===== config.mk =====
export PLATFORM = sky130hd
export DESIGN_NAME = capture_top
export DESIGN_NICKNAME = d
export VERILOG_FILES = /design/src/capture_pkg.sv /design/src/loopback_model.sv /design/src/enable_gate.sv /design/src/capture_counters.sv /design/src/capture_word_mux.sv /design/src/capture_top.sv
export VERILOG_INCLUDE_DIRS = /design/src
export SDC_FILE = /design/constraint.sdc
export NUM_CORES = 2
export LEC_CHECK = 0
export BUFFER_PORTS_ARGS = -buffer_cell sky130_fd_sc_hd__buf_2
export CAP_MARGIN = 20
export CORE_MARGIN = 5
export CORE_UTILIZATION = 45
export DETAILED_ROUTE_END_ITERATION = 16
export PLACE_DENSITY_LB_ADDON = 0.05
export SYNTH_ARGS = -nofsm -noshare
export SYNTH_HDL_FRONTEND = slang
export SYNTH_SLANG_ARGS = --single-unit

===== constraint.sdc =====
create_clock -name clk_245_76MHz -period 2.6 [get_ports clk_245_76MHz]
set_clock_uncertainty 0.2 [all_clocks]
set_input_delay 0.13 -clock clk_245_76MHz [delete_from_list [all_inputs] [get_ports clk_245_76MHz]]
set_output_delay 0.13 -clock clk_245_76MHz [all_outputs]
set_load 0.05 [all_outputs]

===== src/capture_defs.svh =====
`ifndef CAPTURE_DEFS_SVH
`define CAPTURE_DEFS_SVH

// one I or Q sample
`define SAMPLE_W 16

// one capture word, two 32-bit halves
`define WORD_W 64

// cycles the capture enable is held after a chirp start
// or after the ADC enable falls
`define DDS_LATENCY 2

// converter loop delay, in samples
`define ADC_DELAY 100

`endif


===== src/capture_pkg.sv =====
`default_nettype none

`include "capture_defs.svh"

package capture_pkg;

  // signed converter sample
  typedef logic signed [`SAMPLE_W-1:0] sample_t;

  // I in the upper half, Q in the lower half
  typedef logic [2*`SAMPLE_W-1:0] iq_t;

  // capture word, upper and lower halves routed separately
  typedef logic [`WORD_W-1:0] word_t;

  // source of one half of the capture word
  typedef enum logic [1:0] {
    ROUTE_ADC          = 2'd0,
    ROUTE_DAC          = 2'd1,
    ROUTE_SAMPLE_COUNT = 2'd2,
    // low 32 bits of the free-running counter
    ROUTE_CYCLE_COUNT  = 2'd3
  } route_sel_t;

endpackage

`default_nettype wire


===== src/loopback_model.sv =====
`timescale 1ns/1ps
`default_nettype none

`include "capture_defs.svh"

module loopback_model (
  input  logic                 clk_245_76MHz,
  input  logic                 cpu_reset,
  input  capture_pkg::sample_t dds_i_i,
  input  capture_pkg::sample_t dds_q_i,
  output capture_pkg::iq_t     dac_iq_o,
  output capture_pkg::iq_t     adc_iq_o,
  output logic                 sample_valid_o
);

  import capture_pkg::*;

  iq_t     dac_iq_q;
  sample_t dac_i;
  sample_t dac_q;
  sample_t half_i;
  sample_t half_q;
  iq_t     adc_dly_q [`ADC_DELAY];
  logic    valid_q;

  // DAC output register stage
  always_ff @(posedge clk_245_76MHz) begin
    dac_iq_q <= {dds_i_i, dds_q_i};
  end

  // board attenuation, each sample halved with its sign kept
  always_comb begin
    {dac_i, dac_q} = dac_iq_q;
    half_i = dac_i >>> 1;
    half_q = dac_q >>> 1;
  end

  // ADC path delay line
  always_ff @(posedge clk_245_76MHz) begin
    if (cpu_reset) begin
      for (int k = 0; k < `ADC_DELAY; k++) begin
        adc_dly_q[k] <= '0;
      end
    end else begin
      adc_dly_q[0] <= {half_i, half_q};
      for (int k = 1; k < `ADC_DELAY; k++) begin
        adc_dly_q[k] <= adc_dly_q[k-1];
      end
    end
  end

  // converter reports valid data from the first cycle out of reset
  always_ff @(posedge clk_245_76MHz) begin
    if (cpu_reset) begin
      valid_q <= 1'b0;
    end else begin
      valid_q <= 1'b1;
    end
  end

  assign dac_iq_o       = dac_iq_q;
  assign adc_iq_o       = adc_dly_q[`ADC_DELAY-1];
  assign sample_valid_o = valid_q;

endmodule

`default_nettype wire


===== src/enable_gate.sv =====
`timescale 1ns/1ps
`default_nettype none

`include "capture_defs.svh"

module enable_gate (
  input  logic clk_245_76MHz,
  input  logic cpu_reset,
  input  logic adc_enable_i,
  input  logic chirp_init_i,
  input  logic sample_valid_i,
  output logic wr_en_o,
  output logic first_o,
  output logic last_o
);

  localparam int HOLD_W = $clog2(`DDS_LATENCY + 1);

  logic              en_sync_q;
  logic              cap_en_q;
  logic [HOLD_W-1:0] hold_cnt_q;
  logic              hold_zero;
  logic              en_fall;
  logic              first_q;

  assign hold_zero = (hold_cnt_q == '0);

  // enable dropping this cycle
  assign en_fall = en_sync_q & ~adc_enable_i;

  // enable synchronizer
  always_ff @(posedge clk_245_76MHz) begin
    if (cpu_reset) begin
      en_sync_q <= 1'b0;
    end else begin
      en_sync_q <= adc_enable_i;
    end
  end

  // hold off changes until the DDS pipeline has flushed
  always_ff @(posedge clk_245_76MHz) begin
    if (cpu_reset) begin
      hold_cnt_q <= '0;
    end else if (chirp_init_i || en_fall) begin
      hold_cnt_q <= HOLD_W'(`DDS_LATENCY);
    end else if (!hold_zero) begin
      hold_cnt_q <= hold_cnt_q - 1'b1;
    end
  end

  // capture enable follows the synchronized enable only when not holding
  always_ff @(posedge clk_245_76MHz) begin
    if (cpu_reset) begin
      cap_en_q <= 1'b0;
    end else if (hold_zero) begin
      cap_en_q <= en_sync_q;
    end
  end

  // marks the cycle capture turns on
  always_ff @(posedge clk_245_76MHz) begin
    if (cpu_reset) begin
      first_q <= 1'b0;
    end else begin
      first_q <= hold_zero & en_sync_q & ~cap_en_q;
    end
  end

  assign wr_en_o = cap_en_q & sample_valid_i;
  assign first_o = first_q;

  // final word, capture about to drop on the next edge
  assign last_o = hold_zero & cap_en_q & ~en_sync_q;

endmodule

`default_nettype wire


===== src/capture_counters.sv =====
`timescale 1ns/1ps
`default_nettype none

module capture_counters (
  input  logic        clk_245_76MHz,
  input  logic        cpu_reset,
  input  logic        wr_en_i,
  output logic [63:0] cycle_count_o,
  output logic [31:0] sample_count_o
);

  logic [63:0] cycle_cnt_q;
  logic [31:0] sample_cnt_q;

  // timestamp base, free running
  always_ff @(posedge clk_245_76MHz) begin
    if (cpu_reset) begin
      cycle_cnt_q <= '0;
    end else begin
      cycle_cnt_q <= cycle_cnt_q + 64'd1;
    end
  end

  // counts every captured word, keeps going across bursts
  always_ff @(posedge clk_245_76MHz) begin
    if (cpu_reset) begin
      sample_cnt_q <= '0;
    end else if (wr_en_i) begin
      sample_cnt_q <= sample_cnt_q + 32'd1;
    end
  end

  assign cycle_count_o  = cycle_cnt_q;
  assign sample_count_o = sample_cnt_q;

endmodule

`default_nettype wire


===== src/capture_word_mux.sv =====
`timescale 1ns/1ps
`default_nettype none

module capture_word_mux (
  input  capture_pkg::route_sel_t route_lower_i,
  input  capture_pkg::route_sel_t route_upper_i,
  input  capture_pkg::iq_t        adc_iq_i,
  input  capture_pkg::iq_t        dac_iq_i,
  input  logic [31:0]             cycle_count_i,
  input  logic [31:0]             sample_count_i,
  input  logic                    first_i,
  input  logic                    last_i,
  output capture_pkg::word_t      word_o
);

  import capture_pkg::*;

  logic [31:0] upper_half;
  logic [31:0] lower_half;

  // one half-word source per route code
  function automatic logic [31:0] pick_half(
    input route_sel_t  sel,
    input iq_t         adc_iq,
    input iq_t         dac_iq,
    input logic [31:0] cycle_cnt,
    input logic [31:0] sample_cnt
  );
    logic [31:0] half;
    case (sel)
      ROUTE_ADC:          half = adc_iq;
      ROUTE_DAC:          half = dac_iq;
      ROUTE_SAMPLE_COUNT: half = sample_cnt;
      ROUTE_CYCLE_COUNT:  half = cycle_cnt;
      default:            half = adc_iq;
    endcase
    return half;
  endfunction

  always_comb begin
    upper_half = pick_half(route_upper_i, adc_iq_i, dac_iq_i, cycle_count_i, sample_count_i);
    lower_half = pick_half(route_lower_i, adc_iq_i, dac_iq_i, cycle_count_i, sample_count_i);

    // burst edges carry the timestamp header instead of data
    if (first_i || last_i) begin
      word_o = {cycle_count_i, sample_count_i};
    end else begin
      word_o = {upper_half, lower_half};
    end
  end

endmodule

`default_nettype wire


===== src/capture_top.sv =====
`timescale 1ns/1ps
`default_nettype none

module capture_top (
  input  logic                    clk_245_76MHz,
  input  logic                    cpu_reset,
  // chirp DDS samples
  input  capture_pkg::sample_t    dds_i_i,
  input  capture_pkg::sample_t    dds_q_i,
  input  logic                    adc_enable_i,
  input  logic                    chirp_init_i,
  // half-word source selects
  input  capture_pkg::route_sel_t route_lower_i,
  input  capture_pkg::route_sel_t route_upper_i,
  output capture_pkg::word_t      capture_word_o,
  output logic                    capture_valid_o,
  output logic                    capture_first_o,
  output logic                    capture_last_o
);

  import capture_pkg::*;

  iq_t         dac_iq;
  iq_t         adc_iq;
  logic        sample_valid;
  logic        wr_en;
  logic        wr_first;
  logic        wr_last;
  logic [63:0] cycle_count;
  logic [31:0] sample_count;

  // converter board stand-in
  loopback_model u_loopback_model (
    .clk_245_76MHz  (clk_245_76MHz),
    .cpu_reset      (cpu_reset),
    .dds_i_i        (dds_i_i),
    .dds_q_i        (dds_q_i),
    .dac_iq_o       (dac_iq),
    .adc_iq_o       (adc_iq),
    .sample_valid_o (sample_valid)
  );

  // burst framing
  enable_gate u_enable_gate (
    .clk_245_76MHz  (clk_245_76MHz),
    .cpu_reset      (cpu_reset),
    .adc_enable_i   (adc_enable_i),
    .chirp_init_i   (chirp_init_i),
    .sample_valid_i (sample_valid),
    .wr_en_o        (wr_en),
    .first_o        (wr_first),
    .last_o         (wr_last)
  );

  capture_counters u_capture_counters (
    .clk_245_76MHz  (clk_245_76MHz),
    .cpu_reset      (cpu_reset),
    .wr_en_i        (wr_en),
    .cycle_count_o  (cycle_count),
    .sample_count_o (sample_count)
  );

  // headers use only the low timestamp bits
  capture_word_mux u_capture_word_mux (
    .route_lower_i  (route_lower_i),
    .route_upper_i  (route_upper_i),
    .adc_iq_i       (adc_iq),
    .dac_iq_i       (dac_iq),
    .cycle_count_i  (cycle_count[31:0]),
    .sample_count_i (sample_count),
    .first_i        (wr_first),
    .last_i         (wr_last),
    .word_o         (capture_word_o)
  );

  assign capture_valid_o = wr_en;
  assign capture_first_o = wr_first;
  assign capture_last_o  = wr_last;

endmodule

`default_nettype wire


==> key figures <==
Run status
  • Status: finished with violations
  • Failing checks: setup timing

STA
  • Fin crit share: 113%
  • PnR worst setup slack: -0.326 ns
  • Final Critical Period: 2.93 ns
  • Final Max Tran Viols: 0
  • Final hold vios: 0
  • Max Fclk: 342 MHz
  • Final setup viols: 64
  • Slew @ Worst Pin: 0.697 ns
  • Relative slew slack: 53.6%
  • RSZ-0062 raised after global routing: true

Clock network
  • Clock slew at reported path FFs: 0.06 ns
  • H-Tree Depth: 5
  • CTS max path bufs: 4
  • TritonCTS clock tree: yes
  • CTS sink cnt: 3,102
  • Clock Latency Late Sink: 0.90 ns
  • Root Buffer: clkbuf_16
  • Number of CTS-inserted buffers: 319

Yosys
  • Leading area contributor after synthesis: dfxtp_1
  • Top-count cell post-synth: dfxtp_1
  • Synth unique cells: 46
  • Top cells by area, synth: dfxtp_1 72%, nor2b_1 22%, clkbuf_1 1.6%, mux2_2 0.68%, a2bb2oi_1 0.44%
  • Cells after Synth: 7,046
  • Post-Syn Area: 0.0861 mm²
  • Synth warnings: 0
  • Mean Syn Cell Area: 12.2 µm²
  • Seq cells post-synth: 3,102
  • Post-synth top cells: 3,102 x dfxtp_1, 3,016 x nor2b_1, 373 x clkbuf_1
  • Sequential share of the synthesized area: 72.1%
  • Post-synth top area share: 72.1%
  • Number of synthesized flops with an enable pin: 0
  • Post-synth top flop: dfxtp_1
  • Synth async-reset ratio: 0%
  • Syn Nets: 7,088

Layout
  • Post-Layout Inst Area: 0.103 mm²
  • Final net count: 7,401
  • Fraction of layout cells with a size suffix above 1: 12.2%
  • Area grow syn2layout: 19.2%

GRT
  • M1 GR Usage: 19.7%
  • Initial antenna violation count: 5
  • Total track usage: 14.7%
  • First-pass GRT wire length: 237,000 µm
  • Met2 GRT Util: 23.2%
  • GRT Max-Usage Layer: met2
  • Met3 Use GR: 2.89%
  • Largest net degree at the start of global routing: 146
  • Vias in the first global route: 42,858
  • Total grt overflow: 0

Floorplan
  • Die height: 447 µm
  • Die ar.: 0.200 mm²
  • Chip Width: 447 µm
  • # IOs: 107
  • Core Rows: 160
  • Core area: 0.190 mm²
  • Starting Density: 45.3%

Worst setup path
  • RR Startpoint: u_capture_counters.cycle_count_o[1]$_SDFF_PP0_
  • Data arrival, critical path: 2.60 ns
  • Critical Path Fanout Max: 5
  • RR Endpoint: u_capture_counters.cycle_count_o[29]$_SDFF_PP0_
  • Req. time, crit path: 2.27 ns
  • Startpoint types: flop
  • WS Path Type: reg -> out
  • CP Capture Type: primary output
  • Worst R2R Path Depth: 5
  • R2R Setup Slk: 0.21 ns

Placement
  • Port bufs: 106
  • Detail Placement HPWL: 85,400 µm
  • GP Congestion: 0.799
  • Pre-CTS setup slack: 0.146 ns
  • DP Area: 0.0906 mm²

Worst hold path
  • Min-delay worst type: reg -> reg
  • Worst Hold Endpoint: u_loopback_model.adc_dly_q[0][2080]$_SDFF_PP0_
  • Cells on Worst Hold Path: 1
  • Min-Delay Startpoint: u_loopback_model.adc_dly_q[0][2048]$_SDFF_PP0_

Detailed routing
  • Vias: 43,306
  • Routed vias/inst: 4.29
  • Post-route ant nets: 0
  • First-pass detailed-route iteration total: 4
  • Post-Route WL: 148,000 µm
  • DR DRC count: 0
  • Routed wire length per instance: 14.7 µm
  • 1st-iter DRT viols: 1,835

Power and ir drop
  • Final Power: 93.7 mW
  • Reg power frac: 50.9%
  • Combinational power share: 2.9%
  • Int Pwr: 74.6 mW
  • Sw Pwr: 19.1 mW
  • Power Density: 912 mW/mm²
  • Clk pwr share: 46.1%
  • Switching part of the total: 20.3%
  • Leak Pwr: 40.3 nW
  • VDD IR max: 0.000630 V

Job
  • Max Cap Viol: 0
[registers in the layout (all words and copies together) (netlist names)]
name and cells:
u_enable_gate.first_o 1, u_loopback_model.adc_dly_q 3000, u_capture_counters.cycle_count_o 32, u_enable_gate.hold_cnt_q 2
u_loopback_model.dac_iq_o 32, u_enable_gate.en_sync_q 1, u_capture_counters.sample_count_o 32, u_loopback_model.sample_valid_o 1
u_enable_gate.cap_en_q 1
[critical path, stage by stage (launching register included)]
cell,delay [ns]
dfxtp_4,0.36
nor4b_4,0.32
or2_4,0.23
a21oi_4,0.05
buf_12,0.15
buf_6,0.12
buf_16,0.14
a2bb2oi_4,0.16
buf_6,0.16
[what timing repair did]
item / CTS / global route
pin swaps: 5 / 4
buffers inserted: 9 / 10
hold buffers: 71 / 0
setup endpoints to repair: 64 / 67
endpoints found under the hold margin: 3026 / 0
gates resized for setup: 175 / 33
cloned: 6 / 3
[cell families after synthesis]
logic type,share of synthesized area [%]
compound gates,1.56
xor+xnor,0.203
fa+ha+maj,0.0291
buf+inv,1.86
flops,72.1
mux,0.901
simple gates,23.3
[routing by layer]
layer | routed length (µm) | vias up
li1 | - | 22295
met1 | 70600 | 20145
met2 | 66000 | 508
met3 | 4810 | 358
met4 | 6700 | 0
met5 | 0 | -
[area by class of cell]
class / instances / area, µm²
Sequential cell: 3102 / 62100
Multi-Input combinational cell: 3535 / 23100
Tap cell: 2511 / 3140
Clock inverter: 59 / 604
Clock buffer: 478 / 9430
Fill cell: 16391 / 87500
Antenna cell: 3 / 7.51
Timing Repair Buffer: 389 / 4240
Inverter: 12 / 45.0
[power by group through the flow]
stage	clock network, mW	logic [mW]	registers, mW
finish	43.2	2.75	47.7
global route	46.8	2.92	47.7
CTS	44.8	2.72	47.7
detailed placement	0	2.34	48.8
global placement	0	2.34	48.8
floorplan	0	1.38	48.7
[worst max-delay path by stage]
stage	from	endpoint	slack, ns	cells after the start
2_1_floorplan	u_enable_gate.cap_en_q$_SDFFE_PP0N_	capture_word_o[39]	-0.13	5
3_3_place_gp	u_capture_counters.cycle_count_o[1]$_SDFF_PP0_	u_capture_counters.cycle_count_o[28]$_SDFF_PP0_	0.14	5
3_5_place_dp	u_capture_counters.cycle_count_o[1]$_SDFF_PP0_	u_capture_counters.cycle_count_o[28]$_SDFF_PP0_	0.15	5
4_1_cts	u_enable_gate.en_sync_q$_SDFF_PP0_	capture_word_o[20]	-0.43	7
5_1_grt	u_enable_gate.en_sync_q$_SDFF_PP0_	capture_word_o[11]	-0.44	8
6_report	u_enable_gate.en_sync_q$_SDFF_PP0_	capture_word_o[11]	-0.33	8
[stage by stage]
step	TNS, ns	util, %	hold WS, ns	cells
6_report	-15.67	54.0	0.193	10089
5_1_grt	-23.46	54.0	0.169	10087
4_1_cts	-21.98	53.8	0.123	10074
3_5_place_dp	0	47.7	0.0363	9457
3_3_place_gp	0	47.7	0.0327	9457
2_1_floorplan	-6.11	-	-0.0423	7046
[cell usage in the layout, fill, tap and decap left out, drive strengths merged, types with 26 or more instances in the layout]
| cell type | instances |
|---|---|
| dfxtp | 3102 |
| buf | 315 |
| clkinv | 43 |
| clkbuf | 480 |
| or4 | 26 |
| a2bb2oi | 43 |
| a21oi | 62 |
| mux2 | 52 |
| nand2 | 59 |
| o22ai | 50 |
| nor2 | 54 |
| dlygate4sd3 | 71 |
| nor2b | 3016 |
Power figures use the tool's default switching activity.
